**config.mk**
```make
export PLATFORM = sky130hd
export DESIGN_NAME = quote_collector
export DESIGN_NICKNAME = d
export VERILOG_FILES = /design/src/rtl/order_book_pkg.sv /design/src/rtl/quote_collector.sv
export VERILOG_INCLUDE_DIRS = /design/src /design/src/include
export SDC_FILE = /design/constraint.sdc
export NUM_CORES = 1
export LEC_CHECK = 0
export BUFFER_PORTS_ARGS = -buffer_cell sky130_fd_sc_hd__clkbuf_2
export CAP_MARGIN = 15
export CORE_AREA = 2 2 133 135
export CTS_CLUSTER_DIAMETER = 30
export DETAILED_ROUTE_END_ITERATION = 10
export DIE_AREA = 0 0 135 137
export HOLD_SLACK_MARGIN = 0.06
export SLEW_MARGIN = 10
export SYNTH_ARGS = -nofsm -noshare
export SYNTH_HDL_FRONTEND = slang
export SYNTH_SLANG_ARGS = --single-unit
```
**constraint.sdc**
```tcl
create_clock -name i_clk -period 2.4 [get_ports i_clk]
set_clock_uncertainty 0.05 [all_clocks]
set_input_delay 0.72 -clock i_clk [delete_from_list [all_inputs] [get_ports i_clk]]
set_output_delay 0.72 -clock i_clk [all_outputs]
set_load 0.01 [all_outputs]
```
**src/include/order_book_macros.svh**
```systemverilog
// sizing constants for the order book
// stock count, per-side depth and order field widths
`ifndef ORDER_BOOK_MACROS_SVH
`define ORDER_BOOK_MACROS_SVH

// number of stocks served by one book
`define OB_NUM_STOCKS 4

// resting orders per side per stock
`define OB_BOOK_DEPTH 4

// order field widths in bits
`define OB_PRICE_W 32

`define OB_QTY_W 16

`define OB_ID_W 32

`endif
```
**src/rtl/order_book_pkg.sv**
```systemverilog
// field types and the opcode, side and status encodings of the order book
`include "order_book_macros.svh"

package order_book_pkg;

    typedef logic [$clog2(`OB_NUM_STOCKS)-1:0] stock_id_t;
    typedef logic [`OB_PRICE_W-1:0] price_t;
    typedef logic [`OB_QTY_W-1:0] qty_t;
    typedef logic [`OB_ID_W-1:0] order_id_t;

    // code 3 is not an order and is rejected as BAD_OP
    typedef enum logic [1:0] {
        ADD     = 2'd0,
        CANCEL  = 2'd1,
        EXECUTE = 2'd2
    } order_op_t;

    // sell orders rest on the ask side, buy orders on the bid side
    typedef enum logic {
        SELL = 1'b0,
        BUY  = 1'b1
    } side_t;

    typedef enum logic [2:0] {
        OK        = 3'd0,
        NOT_FOUND = 3'd1,
        BOOK_FULL = 3'd2,
        // requested quantity above the resting quantity
        OVERFILL  = 3'd3,
        BAD_OP    = 3'd4
    } status_t;

endpackage

```
**src/rtl/quote_collector.sv**
```systemverilog
// result collector that picks the stock book that completed and holds its
// status and quotes through the acknowledge phase
`include "order_book_macros.svh"

module quote_collector (
    input  logic                        i_clk,
    input  logic                        i_reset_n,
    input  logic [`OB_NUM_STOCKS-1:0]   i_done,
    input  order_book_pkg::status_t     i_status   [`OB_NUM_STOCKS],
    input  order_book_pkg::price_t      i_best_bid [`OB_NUM_STOCKS],
    input  order_book_pkg::price_t      i_best_ask [`OB_NUM_STOCKS],
    input  logic                        i_bad_op,
    input  order_book_pkg::stock_id_t   i_sel_stock,
    output order_book_pkg::status_t     o_status,
    output order_book_pkg::price_t      o_best_bid,
    output order_book_pkg::price_t      o_best_ask,
    output logic                        o_result_ready
);

    logic                       sel_hit;
    order_book_pkg::status_t    sel_status;
    order_book_pkg::price_t     sel_bid;
    order_book_pkg::price_t     sel_ask;

    // a bad op reports the untouched quotes of the latched stock
    always_comb begin
        sel_hit    = i_bad_op;
        sel_status = order_book_pkg::BAD_OP;
        sel_bid    = i_best_bid[i_sel_stock];
        sel_ask    = i_best_ask[i_sel_stock];
        for (int s = 0; s < `OB_NUM_STOCKS; s++) begin
            if (i_done[s]) begin
                sel_hit    = 1'b1;
                sel_status = i_status[s];
                sel_bid    = i_best_bid[s];
                sel_ask    = i_best_ask[s];
            end
        end
    end

    always_ff @(posedge i_clk) begin
        if (!i_reset_n) begin
            o_status       <= order_book_pkg::OK;
            o_best_bid     <= '0;
            o_best_ask     <= '1;
            o_result_ready <= 1'b0;
        end else begin
            o_result_ready <= sel_hit;
            if (sel_hit) begin
                o_status   <= sel_status;
                o_best_bid <= sel_bid;
                o_best_ask <= sel_ask;
            end
        end
    end

endmodule

```
Yosys cells after proc, flatten, opt, wreduce, memory -nomap -nowiden:

Cells that the tools add are included.

* order comparisons: 1
* bitwise operators: 1
* multiplexer cells: 22

Operators with widths (count)
* 32-bit 2-to-1 mux: 12
* 32-bit binary-select mux with 2-bit select: 2
* 3-bit 2-to-1 mux: 4
* 1-bit 2-to-1 mux: 4
* 3-bit >= comparator, second input constant: 1
* 2-bit inverter with 3-bit output: 1

* flip-flop bits (word level): 68
* logic and storage cells: 28
* input bits: 277

Logic depth before layout (Yosys ltp):

* depth after elaboration: 8
* depth in mapped cells: 7
* depth with buffers taken out: 4

Least setup slack after synthesis:

Ideal clock, no wire load.

* path kind: input port to flip-flop
* from: input port i_done[2]
* to: register o_best_bid[11]
* cell stages on the path: 7
* arrival: 1917 ps
* setup slack: 312 ps
* buffers on the path: 3
* cell sequence: buf_6 > or4_4 > nand2b_4 > buf_6 > buf_6 > o221ai_2 > a21oi_1

* longest elaborated chain between the ends: 2
* elaborated cells on any way between the ends: 4
* classes of those cells: mux: 4

Ends and longest elaborated chain
* from (decl): RTL line quote_collector.sv:8 `` input logic [`OB_NUM_STOCKS-1:0] i_done, ``
* 32-bit 2-to-1 mux or 1-bit 2-to-1 mux (tied branches) (2 in series): RTL line quote_collector.sv:32 `if (i_done[s]) begin`
* to (signal assigned): RTL line quote_collector.sv:51 `o_best_bid <= sel_bid;`
* to (decl): RTL line quote_collector.sv:15 `output order_book_pkg::price_t o_best_bid,`

Several ways; a longest one is shown, not always the timed one.
A chain may end at the register's enable or synchronous reset.

Final worst setup path:

* from: input port i_done[2]
* to: register o_best_bid[21]

Same word-level chain as after synthesis.

==> summary.txt <==
Power and ir drop
  – Pwr Total: 3.59 mW
  – PwrDens: 519 nW/µm²
  – Maximum vdd drop: 0.000339 V
  – LEAKAGE: 3.23 nW

Worst setup path
  – CP Cell Sequence: clkbuf_2 > or4_4 > nand2b_4 > o221ai_1 > a21oi_1
  – Crit path max fanout: 39
  – Crit Reg-Reg Endpoint: o_best_bid[16]
  – Max stage delay on crit path: 530 ps
  – Critical Path Sink: o_best_bid[21]
  – Setup Crit Path Kind: input port to flip-flop
  – Buf/Inv on CP: 1
  – Reg-to-Reg Start: o_best_bid[16]
  – Flop2flop setup slack: 1670 ps
  – Critical Path Slowest Stage Cell: or4_4
  – Largest delay contributor family on the critical path: simple AND/OR/NAND/NOR gates
  – CP Launch Point: i_done[2]
  – Crit start category: input port
  – Crit path depth: 5
  – R2R depth: 2
  – Crit end category: flip-flop
  – Crit path DAT: 2170 ps
  – Worst EP required: 2560 ps

Finish
  – Final non-filler cell total: 1104
  – Area delta synth->final: 51.1%
  – # diodes: 0
  – Fillcell total: 1797
  – Fin nets: 1153
  – Layout cells sized above 1: 44.5%

Timing
  – Post-Route Setup TNS: 0 ps
  – FMAX: 0.498 GHz
  – Post-layout min period: 2010 ps
  – RSZ-0062 raised after global routing: no
  – Slew Limit Fails: 0
  – Final worst path period share: 83.7%
  – Endpoints failing setup: 0
  – Slew of the pin with the lowest slew margin: 501 ps
  – Number of failing hold endpoints at the final stage: 0
  – Slew HR: 66.6%

Placed design
  – Final HPWL DP: 15.3 mm
  – Gpl congestion: 0.847
  – Placed cells: 1090
  – Port Buffer Count: 344

Synthesis
  – Syn avg cell area: 8.16 µm²
  – Post-synth top flop: dfxtp_1
  – Register bit total from synthesis: 68
  – Top cell type's share of synthesized area: 29.8%
  – Net Count, Synth: 838
  – Post-synth EDFFs: 0
  – Yosys warns: 0
  – Cells after Synth: 561
  – Sequential share of the synthesized area: 29.8%
  – Top post-synthesis cells by area: dfxtp_1 (30%), o221ai_1 (18%), mux2i_1 (14%), a21oi_1 (11%), a211oi_1 (5.3%)
  – Async SR Flop Fraction: 0%
  – Cell Area, Synth: 4580 µm²
  – Cell taking the most area after synthesis: dfxtp_1
  – Distinct cells, synth: 35

Clock network
  – Cts repair resizes: 0
  – CTS max path bufs: 2
  – Root buffer cell: clkbuf_16
  – Clk slew on worst S/H paths: 50 ps
  – TritonCTS clock tree: built
  – Hold-fix buffers, CTS: 0
  – CTS buffer count: 9
  – Postcts setup bufs: 0
  – # clock sinks: 68
  – H-tree Lvls: 3
  – Skew-Pair Late Insertion Delay: 330 ps

Die
  – Die Width: 135 µm
  – Initial core utilization: 26.8%
  – I/O pin cnt: 345
  – Die Y: 137 µm
  – Row count: 48
  – Core Footprint: 17100 µm²
  – Total Die Area: 18500 µm²

Status
  – Status: complete, no violations

Drt
  – DRC viols: 0
  – Final antenna-violating net count: 0
  – DRT Pass-1 Iters: 5
  – Wirelength per Cell: 18.8 µm
  – Vias per inst: 5.44
  – Initial DRC count: 420
  – Via count: 6002
  – Post-Route WL: 20.7 mm

Global route
  – Global-route wire length before repair: 31.4 mm
  – Initial antenna violation count: 0
  – GR Overflow Total: 0
  – Vias in the first global route: 5907
  – Pin count of the biggest net entering global routing: 73
  – Total GRT Usage: 21.5%

Worst hold path
  – Hold Path Class: flip-flop to flip-flop

Flow run
  – Max Cap Viol: 0
[synthesized netlist by cell type (2+ instances only)]
cell / count
mux2i_1: 63
a22oi_1: 2
o21ai_0: 8
nor3b_1: 5
nor2_1: 33
o211ai_2: 2
nor2b_1: 4
inv_1: 2
buf_1: 4
clkbuf_1: 35
a211oi_1: 32
buf_6: 3
o221ai_1: 92
nand2_1: 40
o22ai_1: 32
a21oi_1: 98
buf_2: 21
dfxtp_1: 68
[worst reg2reg max path: cells and delay by family (launching register included)]
| family | cells | cell delay [ps] |
|---|---|---|
| flip-flops | 1 | 370 |
| AO/OA/AOI/OAI | 2 | 240 |
[layout make-up]
type                    count  area, µm²  share of cell area (%)
well taps                 225        282                    4.07
clock buffers              12        256                    3.71
flip-flops and latches     68       1360                    19.7
clock inverters             2       35.0                   0.507
repair buffers            367       2030                    29.4
inverters                   3       11.3                   0.163
multi-input cells         427       2940                    42.4
[placed cells by master (no fill, tap or decap), drive strengths merged, types with 2 or more instances in the layout]
cell type / n
mux2i: 63
clkbuf: 355
a211oi: 32
a22oi: 2
o21ai: 8
nor2: 34
buf: 24
o22ai: 32
dfxtp: 68
o221ai: 93
nor2b: 4
clkinv: 2
nor3b: 5
nand2: 41
o211ai: 3
a21oi: 98
nand2b: 2
inv: 2
[logic make-up after synthesis]
logic type             Yosys count  share of synthesized area [%]
AOI/OAI and AO/OA              273                           41.0
buffers and inverters           66                           6.48
DFF                             68                           29.8
muxes                           64                           14.0
and+or+nand+nor                 90                           8.72
[how the worst min path moves through the flow]
stage / start / endpoint / depth (start not counted)
after floorplan: o_status[2] / o_status[2] / 2
after global placement: o_status[2] / o_status[2] / 2
after detailed placement: o_status[2] / o_status[2] / 2
after CTS: o_status[2] / o_status[2] / 2
after global routing: o_status[2] / o_status[2] / 2
final: o_status[2] / o_status[2] / 2
[state kept, by name (all words and copies together), names as in the netlist]
signal / flops
o_best_ask: 32
o_best_bid: 32
o_result_ready: 1
o_status: 3
[where the power goes]
group | switching (mW) | total [mW] | leakage (nW) | internal, mW
clock network | 0.479 | 1.33 | 0.145 | 0.848
logic | 0.519 | 0.982 | 2.52 | 0.463
registers | 0.0527 | 1.28 | 0.567 | 1.23
total | 1.05 | 3.59 | 3.23 | 2.54
[routing by layer]
| metal | wire [µm] | share of wire (%) | track usage, % | vias up |
|---|---|---|---|---|
| met5 | 0 | 0 | 0 | - |
| met1 | 8780 | 42 | 27.4 | 2800 |
| met3 | 1600 | 7.7 | 5.00 | 33 |
| met2 | 9890 | 48 | 35.8 | 294 |
| li1 | - | - | - | 2875 |
| met4 | 454 | 2.2 | 7.52 | 0 |
[stage by stage]
step	worst slack [ps]	util [%]	hold WS, ps	area (µm²)
2_1_floorplan	312	-	429	4580
3_3_place_gp	110	38.8	395	6620
3_5_place_dp	79.6	38.8	408	6620
4_1_cts	430	40.5	415	6920
5_1_grt	319	40.5	433	6920
6_report	392	40.5	416	6920
Note: power is estimated with default switching activity, not from simulation.
