### src/include/order_book_macros.svh
// sizing constants for the order book
// stock count, per-side depth and order field widths
`ifndef ORDER_BOOK_MACROS_SVH
`define ORDER_BOOK_MACROS_SVH

// number of stocks served by one book
`define OB_NUM_STOCKS 4

// resting orders per side per stock
`define OB_BOOK_DEPTH 4

// order field widths in bits
`define OB_PRICE_W 32

`define OB_QTY_W 16

`define OB_ID_W 32

`endif
### src/rtl/order_book_pkg.sv
// field types and the opcode, side and status encodings of the order book
`include "order_book_macros.svh"

package order_book_pkg;

    typedef logic [$clog2(`OB_NUM_STOCKS)-1:0] stock_id_t;
    typedef logic [`OB_PRICE_W-1:0] price_t;
    typedef logic [`OB_QTY_W-1:0] qty_t;
    typedef logic [`OB_ID_W-1:0] order_id_t;

    // code 3 is not an order and is rejected as BAD_OP
    typedef enum logic [1:0] {
        ADD     = 2'd0,
        CANCEL  = 2'd1,
        EXECUTE = 2'd2
    } order_op_t;

    // sell orders rest on the ask side, buy orders on the bid side
    typedef enum logic {
        SELL = 1'b0,
        BUY  = 1'b1
    } side_t;

    typedef enum logic [2:0] {
        OK        = 3'd0,
        NOT_FOUND = 3'd1,
        BOOK_FULL = 3'd2,
        // requested quantity above the resting quantity
        OVERFILL  = 3'd3,
        BAD_OP    = 3'd4
    } status_t;

endpackage

### src/rtl/stock_book.sv
// bid and ask entry storage for one stock
// add, cancel and execute handling plus combinational best prices
`include "order_book_macros.svh"

module stock_book #(
    parameter int DEPTH = `OB_BOOK_DEPTH
) (
    input  logic                        i_clk,
    input  logic                        i_reset_n,
    input  logic                        i_cmd_valid,
    input  order_book_pkg::order_op_t   i_cmd_op,
    input  order_book_pkg::side_t       i_cmd_side,
    input  order_book_pkg::order_id_t   i_cmd_id,
    input  order_book_pkg::price_t      i_cmd_price,
    input  order_book_pkg::qty_t        i_cmd_qty,
    output logic                        o_done,
    output order_book_pkg::status_t     o_status,
    output order_book_pkg::price_t      o_best_bid,
    output order_book_pkg::price_t      o_best_ask
);

    localparam int IDX_W = (DEPTH > 1) ? $clog2(DEPTH) : 1;

    // first index is the side: SELL rows are asks, BUY rows are bids
    logic                       valid_q [2][DEPTH];
    order_book_pkg::order_id_t  id_q    [2][DEPTH];
    order_book_pkg::price_t     price_q [2][DEPTH];
    order_book_pkg::qty_t       qty_q   [2][DEPTH];

    logic                       free_found;
    logic [IDX_W-1:0]           free_idx;
    logic                       hit_found;
    logic [IDX_W-1:0]           hit_idx;
    order_book_pkg::qty_t       hit_qty;
    order_book_pkg::qty_t       remain_qty;

    // search the addressed side; the downward loop leaves the lowest free slot
    always_comb begin
        free_found = 1'b0;
        free_idx   = '0;
        hit_found  = 1'b0;
        hit_idx    = '0;
        for (int i = DEPTH - 1; i >= 0; i--) begin
            if (!valid_q[i_cmd_side][i]) begin
                free_found = 1'b1;
                free_idx   = IDX_W'(i);
            end
            if (valid_q[i_cmd_side][i] && id_q[i_cmd_side][i] == i_cmd_id) begin
                hit_found = 1'b1;
                hit_idx   = IDX_W'(i);
            end
        end
    end

    assign hit_qty    = qty_q[i_cmd_side][hit_idx];
    assign remain_qty = hit_qty - i_cmd_qty;

    // valid bits and the done strobe
    always_ff @(posedge i_clk) begin
        if (!i_reset_n) begin
            o_done <= 1'b0;
            for (int s = 0; s < 2; s++) begin
                for (int i = 0; i < DEPTH; i++) begin
                    valid_q[s][i] <= 1'b0;
                end
            end
        end else begin
            o_done <= i_cmd_valid;
            if (i_cmd_valid) begin
                case (i_cmd_op)
                    order_book_pkg::ADD: begin
                        if (free_found) begin
                            valid_q[i_cmd_side][free_idx] <= 1'b1;
                        end
                    end
                    order_book_pkg::CANCEL: begin
                        if (hit_found) begin
                            valid_q[i_cmd_side][hit_idx] <= 1'b0;
                        end
                    end
                    order_book_pkg::EXECUTE: begin
                        if (hit_found && i_cmd_qty <= hit_qty && remain_qty == '0) begin
                            valid_q[i_cmd_side][hit_idx] <= 1'b0;
                        end
                    end
                    default: ;
                endcase
            end
        end
    end

    // entry payload and status
    always_ff @(posedge i_clk) begin
        if (i_cmd_valid) begin
            o_status <= order_book_pkg::OK;
            case (i_cmd_op)
                order_book_pkg::ADD: begin
                    if (free_found) begin
                        id_q[i_cmd_side][free_idx]    <= i_cmd_id;
                        price_q[i_cmd_side][free_idx] <= i_cmd_price;
                        qty_q[i_cmd_side][free_idx]   <= i_cmd_qty;
                    end else begin
                        o_status <= order_book_pkg::BOOK_FULL;
                    end
                end
                order_book_pkg::CANCEL: begin
                    if (!hit_found) o_status <= order_book_pkg::NOT_FOUND;
                end
                order_book_pkg::EXECUTE: begin
                    if (!hit_found) begin
                        o_status <= order_book_pkg::NOT_FOUND;
                    end else if (i_cmd_qty > hit_qty) begin
                        o_status <= order_book_pkg::OVERFILL;
                    end else begin
                        qty_q[i_cmd_side][hit_idx] <= remain_qty;
                    end
                end
                default: o_status <= order_book_pkg::BAD_OP;
            endcase
        end
    end

    // best bid is the highest buy price, best ask the lowest sell price
    always_comb begin
        o_best_bid = '0;
        o_best_ask = '1;
        for (int i = 0; i < DEPTH; i++) begin
            if (valid_q[order_book_pkg::BUY][i]
                    && price_q[order_book_pkg::BUY][i] > o_best_bid) begin
                o_best_bid = price_q[order_book_pkg::BUY][i];
            end
            if (valid_q[order_book_pkg::SELL][i]
                    && price_q[order_book_pkg::SELL][i] < o_best_ask) begin
                o_best_ask = price_q[order_book_pkg::SELL][i];
            end
        end
    end

endmodule

### config.mk
export PLATFORM = sky130hd
export DESIGN_NAME = stock_book
export DESIGN_NICKNAME = d
export VERILOG_FILES = /design/src/rtl/order_book_pkg.sv /design/src/rtl/stock_book.sv
export VERILOG_INCLUDE_DIRS = /design/src /design/src/include
export SDC_FILE = /design/constraint.sdc
export NUM_CORES = 1
export LEC_CHECK = 0
export BUFFER_PORTS_ARGS = -buffer_cell sky130_fd_sc_hd__buf_2
export CORE_UTILIZATION = 58
export CTS_BUF_LIST = sky130_fd_sc_hd__clkbuf_4 sky130_fd_sc_hd__clkbuf_8
export CTS_CLUSTER_DIAMETER = 150
export DETAILED_ROUTE_END_ITERATION = 16
export GPL_TIMING_DRIVEN = 0
export PLACE_DENSITY = 0.79
export SYNTH_ARGS = -nofsm -noshare
export SYNTH_HDL_FRONTEND = slang
export SYNTH_SLANG_ARGS = --single-unit
export TNS_END_PERCENT = 1
### constraint.sdc
create_clock -name i_clk -period 9.3 [get_ports i_clk]
set_input_delay 1.395 -clock i_clk [delete_from_list [all_inputs] [get_ports i_clk]]
set_output_delay 1.395 -clock i_clk [all_outputs]
set_load 0.005 [all_outputs]
* After elaboration in Yosys (flattened, before gate mapping)
Memory sizes are Yosys's and may differ from the RTL's.
Cells that the tools add are included.
Widths: inputs -> output; s select.
** Operators by class
- $add $sub $neg :: 1
- Order comparisons :: 14
- Equality and inequality tests :: 6
- Multiplexer cells :: 140
- Bitwise logic cells :: 74
- Reductions and logical operators :: 19
** Operator list (number)
- $mux 32 :: 9
- $eq 32x32->1 :: 4
- $mux 128 :: 1
- $mux 64 :: 2
- $mux 1 :: 101
- $gt 32x32->1 :: 3
- $lt 32x32->1 :: 3
- $or 1x1->1 :: 72
- $demux 16 s2 :: 2
- $demux 32 s2 :: 1
- $mux 16 :: 4
- $bmux 16 s2 :: 1
- $gt 32x1->1 const B :: 1
- $lt 32x32->1 const B :: 1
- $mux 2 :: 11
- $mux 4 :: 5
- $gt 16x16->1 :: 1
- $le 16x16->1 :: 1
- $logic_and 1x1->1 :: 16
- $logic_not 16->1 :: 1
- $sub 16x16->16 :: 1
- $pmux 3 s3 :: 1
- $ge 3x3->1 const B :: 2
- $lt 3x1->1 const B :: 2
- 6 further kinds :: 8
** Word-level totals
- Register bits :: 4
- Memory bits (writable) :: 648
- Input port bits :: 86
- Output and inout bits :: 68
- Logic and storage cells :: 260
- Memories :: 4
** Memories
- id_q :: words 2, bits a word 128, rd ports 1, clocked after memory_dff 0, write ports 1, RTL line stock_book.sv:26 : order_book_pkg::order_id_t id_q [2][DEPTH];
- price_q :: words 2, bits a word 128, rd ports 2, clocked after memory_dff 0, write ports 1, RTL line stock_book.sv:27 : order_book_pkg::price_t price_q [2][DEPTH];
- qty_q :: words 2, bits a word 64, rd ports 1, clocked after memory_dff 0, write ports 1, RTL line stock_book.sv:28 : order_book_pkg::qty_t qty_q [2][DEPTH];
- valid_q :: words 2, bits a word 4, rd ports 3, clocked after memory_dff 0, write ports 2, RTL line stock_book.sv:25 : logic valid_q [2][DEPTH];

* Longest topological paths before layout
An unclocked memory read counts as a cell.
- Depth in word-level cells :: 22
- Depth in mapped cells :: 39
- Gate-level depth less buffers :: 35

* Worst setup path before layout
Ideal clock, no wire load.
- Path kind :: flip-flop to output port
- Start point :: memory price_q[1][121] (netlist bit)
- End point :: output o_best_bid[10]
- Arrival :: 8181 ps
- Data required time :: 7905 ps
- Setup slack :: -276 ps
- Stages on the path, launching flop included :: 38
- Buffers on the path :: 5
- Cell sequence :: edfxtp_1 nor4_1 nand4_1 o21a_1 clkbuf_1 nand2_1 ha_1 and4_1 nor2b_1 and3_1 a2111oi_0 o21ai_0 o21ai_1 buf_2 buf_2 mux2i_1 ha_1 nand4_1 (+2 left out) nor3_1 or4b_2 o2111a_1 nand2_1 buf_2 mux2i_1 ha_1 a21o_1 a21o_1 a21oi_1 o21ai_0 a211oi_1 nor2_1 o31ai_1 inv_1 clkbuf_1 a211oi_1 a311oi_1
** RTL lines
- start, declared :: RTL line stock_book.sv:27
- end, declared :: RTL line stock_book.sv:18 : output order_book_pkg::price_t o_best_bid,

==> flow_summary_export.csv <==
group,metric,value,unit
outcome,outcome,"complete, but fails checks",
outcome,violations,"setup timing",
sta,fin_skew,0.05460,ns
critical_path,start_kind,"flip-flop",
logic_synthesis,synth_area,33640,µm²
logic_synthesis,synth_compound_area_frac,0.08675,
critical_path,worstSetupEndpointType,"output pin",
sta,slew_viol_final,0,
sta,fmax,94.45,MHz
critical_path,worstPathArrival,9.19,ns
logic_synthesis,synthSimpleGateAreaFrac,0.08117,
logic_synthesis,synth_cells,2628,
floorplanning,io_pins,154,
placement,numPortBuffers,152,
sta,hold_viol_final,0,
min_path,hold_class,"flip-flop to flip-flop",
cts,cts_root_buf,"clkbuf_8",
sta,whs,0.8404,ns
critical_path,critPathMaxStageDelay,0.58,ns
global_routing,grt_remaining_overflow,0,
logic_synthesis,synth-xor-area-share,0.03567,
cts,h-tree-depth,3,
finish,area_delta_synth_final,20.01,%
critical_path,crit_buf_inv,7,
routing,postRouteAntennaNets,0,
global_routing,grt_pass1_wl,142.9,mm
cts,clock_latency,0.76,ns
logic_synthesis,synth_nets,2919,
logic_synthesis,ys_ff_latch,652,
sta,slew_headroom,0.3219,
floorplanning,row_count,87,
sta,fin_crit,10.59,ns
global_routing,grt_pass1_vias,24550,
critical_path,critPathTopFamily,"compound AO/OA/AOI/OAI gates",
placement,dp_hpwl,68.09,mm
cts,hold_buffers,0,
sta,rsz0062_at_grt,"true",
sta,min_period_over_period,1.138,
logic_synthesis,synthMuxAreaShare,0.09943,
placement,place.gp.congestion,0.9456,
critical_path,slowest_stage,"or4_4",
finish,layout_common_cells,"edfxtp_1 (650), mux2i_1 (223), inv_1 (195)",
cts,cts.path.max_buffers,3,
power,peakVddDrop,168.5,µV
power,p_per_area,159.1,nW/µm²
cts,cts_buffers,104,
critical_path,crit_path_frequent_cell,"a21o_1",
logic_synthesis,yosysWarnings,0,
critical_path,path_class,"flip-flop to output pin",
finish,layout-drive-gt1-share,0.2511,
logic_synthesis,synth_area_per_cell,12.80,µm²
finish,final_nets,3271,
global_routing,grt_max_degree,44,
routing,dr.first_iter.drc_count,2239,
finish,final_common_cell,"edfxtp_1",
finish,num-fill-cells,3795,
logic_synthesis,synth-main-ff-cell,"edfxtp_1",
routing,wire_per_inst,25.34,µm
routing,drc_errors,0,
floorplanning,die_h,242.8,µm
power,p_leak,15.55,nW
global_routing,grt_usage,0.3226,
floorplanning,core_area,56820,µm²
routing,routed_via_density,6.243,
sta,tightest_slew,1.017,ns
logic_synthesis,ys_types,70,
floorplanning,die_x,242.8,µm
global_routing,antenna_found_initial,4,
logic_synthesis,synth_fa_ha_area_frac,0.07648,
logic_synthesis,synth-seq-area-share,0.5815,
logic_synthesis,synthArstFlopShare,0,
sta,layout_setup_ws,-1.287,ns
critical_path,cp.required,7.91,ns
logic_synthesis,synth_top_family_by_area,"multiplexers",
routing,vias,23820,
power,finalPower,6.422,mW
sta,finalSetupViolations,64,
finish,antenna_cells,0,
critical_path,worstPathMaxFanout,10,
logic_synthesis,synth-edff-count,650,
floorplanning,start_util,0.5920,
job,max_cap_violations,0,
floorplanning,dieArea,58960,µm²
cts,cts_tree,"built",
routing,first_pass_iters,7,
routing,drt_wl_total,96.67,mm
cts,clkTransAtPathRegs,0.07,ns
cts,cts.sinks,652,
synth_stat cells, types with 11 or more instances:
library cell,instances,area share
inv_1,196,0.022
nor2_1,141,0.016
nand4_1,64,0.012
a311oi_1,32,0.0083
o21ai_0,122,0.018
mux2i_1,252,0.075
a211oi_2,11,0.0041
o22ai_1,19,0.0035
clkbuf_1,68,0.0076
nor4_1,54,0.010
a211oi_1,61,0.014
mux2_2,73,0.024
nand2_1,147,0.016
ha_1,204,0.076
and2_1,22,0.0041
xnor2_1,128,0.033
buf_2,32,0.0048
a21o_1,34,0.0076
a2111oi_0,11,0.0029
a21oi_1,72,0.011
nand3_1,27,0.0040
edfxtp_1,650,0.58
nor3_1,28,0.0042
o211ai_1,17,0.0038
nand2b_1,12,0.0022
o21a_1,12,0.0027
nor2b_1,12,0.0022
repair_timing:
action | in CTS | in global routing
resized for setup | 306 | 114
setup buffers | 52 | 17
pin swaps | 91 | 81
setup endpoints to repair | 64 | 64
cloned | 3 | 3
power breakdown:
part           leakage, nW  switching (mW)  internal, mW  total, mW
combinational         8.59           0.412         0.269      0.681
sequential            5.88          0.0113          3.25       3.26
clock                 1.08            1.20          1.28       2.48
metal layers:
| layer | part of all wire | GRT usage | vias up |
|---|---|---|---|
| li1 | - | - | 10640 |
| met1 | 0.38 | 0.3946 | 11700 |
| met4 | 0.052 | 0.1613 | 4 |
| met3 | 0.071 | 0.05385 | 303 |
| met5 | 0.00024 | 0 | - |
| met2 | 0.49 | 0.5529 | 1166 |
cell families after synthesis:
group | count (synthesis)
adders and majority gates | 205
and+or+nand+nor | 551
buffers and inverters | 318
xor gates and xnor gates | 137
DFF | 652
AOI/OAI and AO/OA | 440
muxes | 325
area by class of cell:
type                            count  area [µm²]  share of cell area
Timing Repair Buffer              247        1838             0.04553
Inverter                          197       747.0             0.01850
Clock buffer                      131        1640             0.04063
Multi-Input combinational cell   1658       14260              0.3532
Clock inverter                     54       411.6             0.01020
Buffer                            120       968.4             0.02399
Sequential cell                   652       19560              0.4845
Tap cell                          756       945.9             0.02343
through the flow:
step	setup slack, ns	utilization	instance area, µm²	TNS [ns]	cells
4_1_cts	-1.184	0.6973	39620	-71.04	3795
5_1_grt	-1.532	0.7104	40370	-91.20	3815
3_5_place_dp	-3.504	0.6298	35780	-193.52	3556
3_3_place_gp	-3.428	0.6223	35360	-316.36	3536
6_report	-1.287	0.7104	40370	-75.45	3815
2_1_floorplan	-0.05047	-	33650	-1.514	2628
tightest hold or removal path, cell delays in order (launching register included):
cell and delay (ns):
dfxtp_1 0.48, a21o_1 0.23, nand2_1 0.06, a31oi_1 0.03
registers in the layout, indices dropped and copies added, names as in the netlist:
| register | flops |
|---|---|
| id_q | 256 |
| o_done | 1 |
| o_status | 3 |
| price_q | 256 |
| qty_q | 128 |
| valid_q | 8 |
worst paths after layout:
path                   startpoint  depth (start not counted)             end  slack (ns)
hold / removal      valid_q[1][3]                          3   valid_q[1][3]        0.84
setup reg to reg     id_q[1][125]                         23   valid_q[1][0]        2.45
hold reg to reg     valid_q[1][3]                          3   valid_q[1][3]        0.84
setup / recovery  price_q[0][113]                         39  o_best_ask[16]       -1.29
Power figures use the tool's default switching activity.
