## src/include/order_book_macros.svh

```systemverilog
// sizing constants for the order book
// stock count, per-side depth and order field widths
`ifndef ORDER_BOOK_MACROS_SVH
`define ORDER_BOOK_MACROS_SVH

// number of stocks served by one book
`define OB_NUM_STOCKS 4

// resting orders per side per stock
`define OB_BOOK_DEPTH 4

// order field widths in bits
`define OB_PRICE_W 32

`define OB_QTY_W 16

`define OB_ID_W 32

`endif
```

## src/rtl/order_book_pkg.sv

```systemverilog
// field types and the opcode, side and status encodings of the order book
`include "order_book_macros.svh"

package order_book_pkg;

    typedef logic [$clog2(`OB_NUM_STOCKS)-1:0] stock_id_t;
    typedef logic [`OB_PRICE_W-1:0] price_t;
    typedef logic [`OB_QTY_W-1:0] qty_t;
    typedef logic [`OB_ID_W-1:0] order_id_t;

    // code 3 is not an order and is rejected as BAD_OP
    typedef enum logic [1:0] {
        ADD     = 2'd0,
        CANCEL  = 2'd1,
        EXECUTE = 2'd2
    } order_op_t;

    // sell orders rest on the ask side, buy orders on the bid side
    typedef enum logic {
        SELL = 1'b0,
        BUY  = 1'b1
    } side_t;

    typedef enum logic [2:0] {
        OK        = 3'd0,
        NOT_FOUND = 3'd1,
        BOOK_FULL = 3'd2,
        // requested quantity above the resting quantity
        OVERFILL  = 3'd3,
        BAD_OP    = 3'd4
    } status_t;

endpackage

```

## src/rtl/order_dispatch.sv

```systemverilog
// order dispatcher with the host four-phase handshake FSM
// latches one order and issues a one-cycle command to a stock book
`include "order_book_macros.svh"

module order_dispatch (
    input  logic                        i_clk,
    input  logic                        i_reset_n,
    input  logic                        i_req,
    input  order_book_pkg::order_op_t   i_op,
    input  order_book_pkg::side_t       i_side,
    input  order_book_pkg::stock_id_t   i_stock,
    input  order_book_pkg::order_id_t   i_id,
    input  order_book_pkg::price_t      i_price,
    input  order_book_pkg::qty_t        i_qty,
    input  logic                        i_result_ready,
    output logic                        o_ack,
    output logic [`OB_NUM_STOCKS-1:0]   o_cmd_valid,
    output order_book_pkg::order_op_t   o_cmd_op,
    output order_book_pkg::side_t       o_cmd_side,
    output order_book_pkg::order_id_t   o_cmd_id,
    output order_book_pkg::price_t      o_cmd_price,
    output order_book_pkg::qty_t        o_cmd_qty,
    output logic                        o_bad_op,
    output order_book_pkg::stock_id_t   o_sel_stock
);

    typedef enum logic [1:0] {
        IDLE,
        ISSUE,
        WAIT,
        ACK
    } state_t;

    state_t state_q;
    logic   cmd_bad;

    // opcode 3 never reaches a stock book
    assign cmd_bad = !(o_cmd_op inside {order_book_pkg::ADD, order_book_pkg::CANCEL,
                                        order_book_pkg::EXECUTE});

    // order fields are captured on the accepting edge only
    always_ff @(posedge i_clk) begin
        if (state_q == IDLE && i_req) begin
            o_cmd_op    <= i_op;
            o_cmd_side  <= i_side;
            o_cmd_id    <= i_id;
            o_cmd_price <= i_price;
            o_cmd_qty   <= i_qty;
            o_sel_stock <= i_stock;
        end
    end

    always_ff @(posedge i_clk) begin
        if (!i_reset_n) begin
            state_q  <= IDLE;
            o_bad_op <= 1'b0;
        end else begin
            // bad op flag lines up with the done pulse of a real command
            o_bad_op <= (state_q == ISSUE) && cmd_bad;
            case (state_q)
                IDLE:    if (i_req) state_q <= ISSUE;
                ISSUE:   state_q <= WAIT;
                WAIT:    if (i_result_ready) state_q <= ACK;
                ACK:     if (!i_req) state_q <= IDLE;
                default: state_q <= IDLE;
            endcase
        end
    end

    // one-hot command strobe for the latched stock
    always_comb begin
        o_cmd_valid = '0;
        if (state_q == ISSUE && !cmd_bad) begin
            o_cmd_valid[o_sel_stock] = 1'b1;
        end
    end

    assign o_ack = (state_q == ACK);

endmodule

```

## config.mk

```make
export PLATFORM = sky130hd
export DESIGN_NAME = order_dispatch
export DESIGN_NICKNAME = d
export VERILOG_FILES = /design/src/rtl/order_book_pkg.sv /design/src/rtl/order_dispatch.sv
export VERILOG_INCLUDE_DIRS = /design/src /design/src/include
export SDC_FILE = /design/constraint.sdc
export NUM_CORES = 1
export LEC_CHECK = 0
export ABC_CLOCK_PERIOD_IN_PS = 3540
export BUFFER_PORTS_ARGS = -buffer_cell sky130_fd_sc_hd__buf_2
export CAP_MARGIN = 10
export CORE_ASPECT_RATIO = 0.7
export CORE_UTILIZATION = 45
export DETAILED_ROUTE_END_ITERATION = 10
export HOLD_SLACK_MARGIN = 0.15
export PLACE_DENSITY_LB_ADDON = 0.15
export SYNTH_ARGS = -nofsm -noshare
export SYNTH_HDL_FRONTEND = slang
export SYNTH_SLANG_ARGS = --single-unit
```

## constraint.sdc

```tcl
create_clock -name i_clk -period 3.54 [get_ports i_clk]
set_input_delay 0.708 -clock i_clk [delete_from_list [all_inputs] [get_ports i_clk]]
set_output_delay 0.708 -clock i_clk [all_outputs]
set_load 0.005 [all_outputs]
```

* Word level (Yosys, flattened, before mapping)
Index checks and enable logic that the tools add are counted.
** Cells by class
- Add/subtract/negate cells :: 0
- $mul :: 0
- Div/mod/pow operators :: 0
- $lt $le $gt $ge :: 2
- Eq/ne operators :: 8
- Shift-type cells :: 0
- Mux-type cells :: 7
- Bitwise gates (word level) :: 0
- Reductions and logical operators :: 9
** Operators by type and width (number)
- 2-bit one-hot mux with 4 select lines :: 1
- 2-bit equality test (second input constant) :: 3
- 2-bit 2-to-1 mux :: 3
- 2-bit inequality test (second input constant) :: 3
- 2-bit by 1-bit equality test with 1-bit output (second input constant) :: 2
- 1-bit logical AND :: 4
- 2-bit logical NOT :: 2
- 4-bit 2-to-1 mux :: 1
- 2-bit by 3-bit less-than comparator with 1-bit output (second input constant) :: 1
- 3-bit AND reduction :: 1
- 3-bit nonzero test :: 1
- 1-bit demux with 2-bit select :: 1
- 2-bit by 1-bit >= comparator with 1-bit output (second input constant) :: 1
- 1-bit logical NOT :: 1
- 1-bit 2-to-1 mux :: 1
** Word-level totals
- Flip-flop bits (word level) :: 88
- Bits in latches :: 0
- Bits in writable memories :: 0
- Bits in read-only memories :: 0
- Bits of input ports :: 89
- Output and inout port bits :: 91
- Logic and storage cells :: 34
- Memories :: 0

* Logic depth before layout (Yosys ltp)
Gate-level depths: netlist of the first run.
- Depth after elaboration :: 5
- Gate-level depth with buffers :: 5
- Mapped depth without buffers :: 5

* Least setup slack after synthesis of the first run
Ideal clock, no wire load.
- Path type :: input-to-reg
- Start :: in i_req
- End :: reg o_cmd_id[0] (enable)
- Library setup time :: 0.406 ns
- Arrival time :: 1.808 ns
- Required time :: 3.134 ns
- Path slack :: 1.326 ns
- Stages on the path :: 1
- Path buffers :: 0
- Cells stage by stage :: and2_2
** Between the ends
- Longest elaborated chain between the ends :: 1
** RTL lines
- start, declared :: RTL line order_dispatch.sv:8 : input logic i_req,
- 1-bit logical AND :: RTL line order_dispatch.sv:43 : if (state_q == IDLE && i_req) begin
- end signal, assigned :: RTL line order_dispatch.sv:46 : o_cmd_id <= i_id;
- end, declared :: RTL line order_dispatch.sv:20 : output order_book_pkg::order_id_t o_cmd_id,
No other way between the ends.
A chain may end at the register's enable or synchronous reset.

* Worst setup path in the final report of the first run
- Start :: reg state_q[1]
- End :: out o_cmd_valid[2]
** Between the ends
- Longest elaborated chain between the ends :: 3
** RTL lines
- start, declared :: RTL line order_dispatch.sv:34 : state_t state_q;
- start signal, assigned :: RTL line order_dispatch.sv:55 : state_q <= IDLE;
- start signal, assigned :: RTL line order_dispatch.sv:61 : IDLE: if (i_req) state_q <= ISSUE;
- start signal, assigned :: RTL line order_dispatch.sv:62 : ISSUE: state_q <= WAIT;
- 2-bit by 1-bit equality test with 1-bit output :: RTL line order_dispatch.sv:73 : if (state_q == ISSUE && !cmd_bad) begin
- 1-bit logical AND :: RTL line order_dispatch.sv:73
- 4-bit 2-to-1 mux :: RTL line order_dispatch.sv:73
- end, declared :: RTL line order_dispatch.sv:17 : output logic [`OB_NUM_STOCKS-1:0] o_cmd_valid,
No other way between the ends.

==> results of run 1 <==
-- kinds of logic (layout without fill, tap and decap cells) --
family                     count (synthesis)  after routing
and+or+nand+nor                           14             14
adders and majority gates                  4              4
muxes                                      2              2
buffers and inverters                      4            199
AOI/OAI and AO/OA                          2              2
DFF                                       88             88
-- report_power, final --
group	switching, mW	internal [mW]
clock network	0.323	0.250
logic	0.307	0.216
registers	0.0644	1.47
total	0.694	1.93
-- worst paths after layout --
kind                           start                         to  slack, ns  depth (start not counted)
min reg2reg  state_q[0]$_SDFFE_PN0P_    state_q[0]$_SDFFE_PN0P_       0.51                          2
max          state_q[1]$_SDFFE_PN0P_             o_cmd_valid[2]       1.54                          5
min          state_q[0]$_SDFFE_PN0P_    state_q[0]$_SDFFE_PN0P_       0.51                          2
max reg2reg  state_q[0]$_SDFFE_PN0P_  o_cmd_price[29]$_DFFE_PP_       1.63                          3
-- cells in the mapped netlist (all sizes together) --
cell type	count
a221oi	1
and2	1
dfxtp	3
edfxtp	85
ha	4
inv	4
mux2i	2
nand2	6
nand3	1
nor2	3
nor2b	1
nor3	2
o21ai	1
-- through the flow --
stage / setup WS, ns / hold slack [ns]
2_1_floorplan: 1.33 / 0.468
3_3_place_gp: 1.45 / 0.483
3_5_place_dp: 1.44 / 0.504
4_1_cts: 1.51 / 0.513
5_1_grt: 1.39 / 0.520
6_report: 1.54 / 0.514
-- cell type report --
class                   count  area [sq um]
clock buffers              10           128
clock inverters             6          36.3
fillers                   441          1910
inverters                   4          15.0
multi-input cells          22           154
flip-flops and latches     88          2610
well taps                  75          93.8
repair buffers            179           896
-- worst reg2reg max path, delay by kind of cell, from the launching register on --
family	cells	cell delay [ns]
AND/OR/NAND/NOR	1	0.85
flip-flops	1	0.35
buffers and inverters	1	0.09
adder cells (fa/ha/maj)	1	0.19
-- layer usage --
metal,track usage,vias to the layer above,part of all wire
li1,-,817,-
met1,0.172,796,0.38
met2,0.267,109,0.48
met3,0.0980,2,0.14
met4,0.0728,0,0.0055
met5,0,-,0
-- sequential cells by signal, summed over array words and instances (netlist names) --
register and cells:
o_cmd_id 32, o_cmd_price 32, o_cmd_qty 16, o_cmd_op 2, o_sel_stock 2, state_q 2, o_bad_op 1, o_cmd_side 1
==> run metrics, run 1 <==
dpl hpwl 4190 microns; Initial DRC Count 76; Setup Skew 0.0110 ns; Cell Area, Placed 3770 sq um; maximum vdd drop 364 uV; Crit path max-delay family flip-flops; endpoints failing hold 0; cts repair resizes 0; Rel. slew slack 0.293; register bit total from synthesis 88; CTS tree yes; Synth Area in Compound Gates 0.00720; maximum number of pins on one net before global-route repair 86; number of CTS-inserted buffers 9; clock slew seen by the registers of the worst setup and hold paths 0.08 ns; post-synthesis adder-cell area fraction 0.0180; Synth Area in Simple Gates 0.0225; Setup-failing EPs final 0; P&R area growth vs syn 41.5%; routed len/inst 14.7 microns; highest-count cells in the layout ignoring fill and taps buf_2, edfxtp_1, clkbuf_8; Post-Syn Nets 207; crit end category output port; Layout Utilization 0.674; Max Root-Sink Buffers 2; Die Y 67.8 microns; Post-CTS Setup Bufs 0; first-pass detailed-route iteration total 5; syn_area_per_cell 24.4 sq um; RSZ-0062 raised after global routing no; Slew Limit Fails 0; CP max stage delay 0.39 ns; H-tree Lvls 3; crit-path max FO 4; CTS root buffer clkbuf_8; post-layout min period 2.00 ns; input/output buffers 179; die area 6500 sq um; first-pass GRT wire length 7360 microns; layout cell share with drive strength beyond 1 0.628; max-cap violation count 0; slowest cell on the critical path dfxtp_1; Synth Warn # 0; mapped cell area 2780 sq um; core area 5840 sq um; # DRC 0; Clk Latency, worst-skew pair 0.34 ns; Netlist cell types 13; Req. time, crit path 2.83 ns; status finished clean; Hold Crit Class flop to flop; placed insts 368; Tot GR Track Use 0.164; filler-free cell count of the finished design 384; Pwr Density 667 nW/um^2; mux contribution to synthesized area 0.00720; initial antenna violation count 0; Finished Cell Area 3940 sq um; Initial Util 0.476; Placer Congestion 0.653; area share of the largest cell type after synthesis 0.918; Setup CP Type flop to output port; XOR/XNOR Fraction of Synth Area 0; Worst-Margin Slew 1.06 ns; largest cells by area after synthesis edfxtp_1, dfxtp_1, ha_1, nand2_1, mux2i_1; Tot Pwr 2.63 mW; vias post-DR 1,724; routed wire length 5640 microns; vias in the first global route 1,556; # rows 23; Die Span X 95.9 microns; WP data arrival 1.29 ns; io pins 180; Congestion Overflow GR 0; Final period util 0.564; Vias/cell 4.49; CTS Sinks 88; Synth area leader edfxtp_1; hold buffers post-CTS 0; Final ANT Viol Nets 0; setup_tns 0 ns; Worst Path Buf+Inv 2; Pleak 1.71 nW; most common cell after layout, fill and taps aside buf_2; n_diodes 0; nets@finish 397; crit start category flop; Mapped Cells 114; Achievable Freq 0.501 GHz; Seq/Total Area, Yosys 0.940; largest family of logic cells by synthesized area simple AND/OR/NAND/NOR gates; crit-path cells inv_1 > ha_1 > nand3_1 > nor2_1 > buf_2
Power figures use the tool's default switching activity.
==> run 2, diff against run 1 <==
ABC_AREA = 1   (was default)
ABC_CLOCK_PERIOD_IN_PS = 2029   (was 3540)
CORE_UTILIZATION = 42   (was 45)
clock period = 2.03 ns   (was 3.54 ns; I/O delays follow)
==> run metrics, run 2 <==
Slew Limit Fails 0 (unchanged); Post-synth EDFFs 85 (unchanged); Achievable Freq 0.584 GHz; post-synthesis adder-cell area fraction 0.0178 (was 0.0180); top-count cell post-synth edfxtp_1 (unchanged); Mapped Cells 122 (was 114); Worst-Margin Slew 0.421 ns (was 1.06 ns); # rows 24 (was 23); # DRC 0 (unchanged); worst r2r dst o_cmd_id[28]$_DFFE_PP_ (was o_cmd_price[29]$_DFFE_PP_); endpoints failing hold 0 (unchanged); die area 7010 sq um (was 6500 sq um); biggest regs o_cmd_id x32, o_cmd_price x32, o_cmd_qty x16 (unchanged); number of CTS-inserted buffers 9 (unchanged); Max Root-Sink Buffers 2 (unchanged); largest cells by area after synthesis edfxtp_1, dfxtp_1, ha_1, inv_1, nand2_1 (was edfxtp_1, dfxtp_1, ha_1, nand2_1, mux2i_1); Worst Path Buf+Inv 2 (unchanged); vias in the first global route 1,659 (was 1,556); CP startpoint state_q[1]$_SDFFE_PN0P_ (unchanged); crit-path max FO 4 (unchanged); input/output buffers 179 (unchanged); capture point of the worst path o_cmd_valid[3] (was o_cmd_valid[2]); Clock power frac 0.249 (was 0.218); Final period util 0.844; max-cap violation count 0 (unchanged); layout cell share with drive strength beyond 1 0.653 (was 0.628); Die Span X 99.7 microns (was 95.9 microns); Tot GR Track Use 0.162 (was 0.164); CTS Sinks 88 (unchanged); internal power 3.49 mW (was 1.93 mW); mux contribution to synthesized area 0 (was 0.00720); crit-path cells inv_2 > ha_1 > o21ai_1 > nor3_1 > buf_2 (was inv_1 > ha_1 > nand3_1 > nor2_1 > buf_2); highest-count cells in the layout ignoring fill and taps buf_2, edfxtp_1, clkbuf_8 (unchanged); CP max stage delay 0.34 ns (was 0.39 ns); Register-to-Register Setup Slack 0.61 ns (was 1.63 ns); Initial Util 0.443 (was 0.476); crit start category flop (unchanged); H-tree Lvls 3 (unchanged); Crit path max-delay family flip-flops (unchanged); Setup-failing EPs final 0 (unchanged); Vias/cell 4.25 (was 4.49); first-pass GRT wire length 8200 microns (was 7360 microns); largest family of logic cells by synthesized area simple AND/OR/NAND/NOR gates (unchanged); WP data arrival 1.31 ns (was 1.29 ns); dpl hpwl 4240 microns (was 4190 microns); Psw 1.28 mW (was 0.694 mW); P&R area growth vs syn 44.7% (was 41.5%); routed len/inst 13.5 microns (was 14.7 microns); R2R Path Start state_q[1]$_SDFFE_PN0P_ (was state_q[0]$_SDFFE_PN0P_); Comb pwr share 0.205 (was 0.199); core area 6340 sq um (was 5840 sq um); asr flop ratio synth 0 (unchanged); nets@finish 408 (was 397); syn_area_per_cell 23.0 sq um (was 24.4 sq um); Congestion Overflow GR 0 (unchanged); Layout Utilization 0.640 (was 0.674); clock slew seen by the registers of the worst setup and hold paths 0.09 ns (was 0.08 ns); Sequential Power Share 0.547 (was 0.583); mapped cell area 2800 sq um (was 2780 sq um); Die Y 70.4 microns (was 67.8 microns); Req. time, crit path 1.62 ns (was 2.83 ns); routed wire length 5560 microns (was 5640 microns); Setup Skew 0.0125 ns (was 0.0110 ns); status finished clean (unchanged); XOR/XNOR Fraction of Synth Area 0 (unchanged); Pleak 1.77 nW (was 1.71 nW); Tot Pwr 4.77 mW (was 2.63 mW); Placer Congestion 0.700 (was 0.653); most frequent cells after synthesis edfxtp_1, inv_1, nand2_1, nor3_1 (was edfxtp_1, nand2_1, ha_1, inv_1); crit end category output port (unchanged); initial antenna violation count 0 (unchanged); Netlist cell types 12 (was 13); io pins 180 (unchanged); Synth Area in Simple Gates 0.0366 (was 0.0225); setup_tns 0 ns (unchanged); CTS tree yes (unchanged); slowest cell on the critical path dfxtp_2 (was dfxtp_1); maximum number of pins on one net before global-route repair 34 (was 86); Switching Fraction 0.268 (was 0.264); hold path start i_price[10] (was state_q[0]$_SDFFE_PN0P_); area share of the largest cell type after synthesis 0.910 (was 0.918); Synth area leader edfxtp_1 (unchanged); n_diodes 0 (unchanged); CTS root buffer clkbuf_8 (unchanged); reg2reg path depth 5 (was 3); maximum vdd drop 596 uV (was 364 uV); most common cell after layout, fill and taps aside buf_2 (unchanged); Synth Area in Compound Gates 0.00178 (was 0.00720); Stages on worst setup path 5 (unchanged); Setup CP Type flop to output port (unchanged); first-pass detailed-route iteration total 4 (was 5); post-layout min period 1.71 ns; Seq/Total Area, Yosys 0.932 (was 0.940); vias post-DR 1,746 (was 1,724); Post-CTS Setup Bufs 0 (unchanged); Pwr Density 1180 nW/um^2 (was 667 nW/um^2); Clk Latency, worst-skew pair 0.34 ns (about the same); Initial DRC Count 72 (was 76); Post-Syn Nets 215 (was 207); RSZ-0062 raised after global routing no (unchanged); Hold Crit Class input port to flop (was flop to flop); prevailing post-synth register cell edfxtp_1 (unchanged); hold buffers post-CTS 0 (unchanged); cts repair resizes 0 (unchanged); Synth Warn # 0 (unchanged); register bit total from synthesis 88 (unchanged); Rel. slew slack 0.719 (was 0.293); Final ANT Viol Nets 0 (unchanged)
## run 2: cell count changes after synthesis, moves of 2 or more
cell	change
nor3_1	+3
nand2_2	+2
inv_1	+3
inv_2	+2
mux2i_1	-2
## run 2: layout make-up
cell class / instances / area (sq um)
multi-input combinational: 25 / 173
clock buffer: 9 / 124
inverter: 9 / 37.5
tap: 91 / 114
clock inverter: 7 / 76.3
sequential: 88 / 2620
timing repair buffer: 182 / 918
fill: 516 / 2280
## run 2: worst register-to-register path, stage by stage (launching register included)
cell        delay [ns]
dfxtp_2           0.34
inv_2             0.08
ha_4              0.15
nand2_2           0.06
clkinvlp_4        0.07
buf_4             0.37
## run 2: power by group through the flow
stage	logic, mW	clock network [mW]	registers, mW
3_3_place_gp	0.993	0	2.64
4_1_cts	1.00	1.23	2.62
6_report	0.976	1.19	2.61
3_5_place_dp	1.00	0	2.66
5_1_grt	1.10	1.28	2.65
2_1_floorplan	0.384	0	2.73
## run 2: kinds of logic after synthesis
logic type                 count (synthesis)
adders and majority gates                  4
DFF                                       88
and+or+nand+nor                           20
buffers and inverters                      9
AOI/OAI and AO/OA                          1
## run 2: worst min path at each step
stage | to | slack, ns | cells past startpoint
floorplan | o_cmd_id[0]$_DFFE_PP_ | 0.50 | 0
global placement | o_bad_op$_SDFF_PN0_ | 0.53 | 2
global route | o_cmd_price[28]$_DFFE_PP_ | 0.20 | 1
detailed placement | o_bad_op$_SDFF_PN0_ | 0.54 | 2
CTS | o_cmd_price[11]$_DFFE_PP_ | 0.21 | 1
finish | o_cmd_price[10]$_DFFE_PP_ | 0.23 | 1
## run 2: routing by layer
| layer | share of wire | global-route usage |
|---|---|---|
| met3 | 0.13 | 0.0961 |
| met4 | 0.0067 | 0.0637 |
| met5 | 0 | 0 |
| met1 | 0.37 | 0.169 |
| met2 | 0.49 | 0.267 |
## run 2: per-stage QoR
| stage | hold WS [ns] | cells | setup slack [ns] | cell area (sq um) |
|---|---|---|---|---|
| after floorplan | 0.505 | 122 | -0.201 | 2830 |
| after global placement | 0.529 | 395 | 0.621 | 3860 |
| after detailed placement | 0.536 | 395 | 0.595 | 3860 |
| after CTS | 0.206 | 411 | 0.287 | 4060 |
| after global routing | 0.204 | 411 | 0.156 | 4060 |
| final | 0.228 | 411 | 0.317 | 4060 |
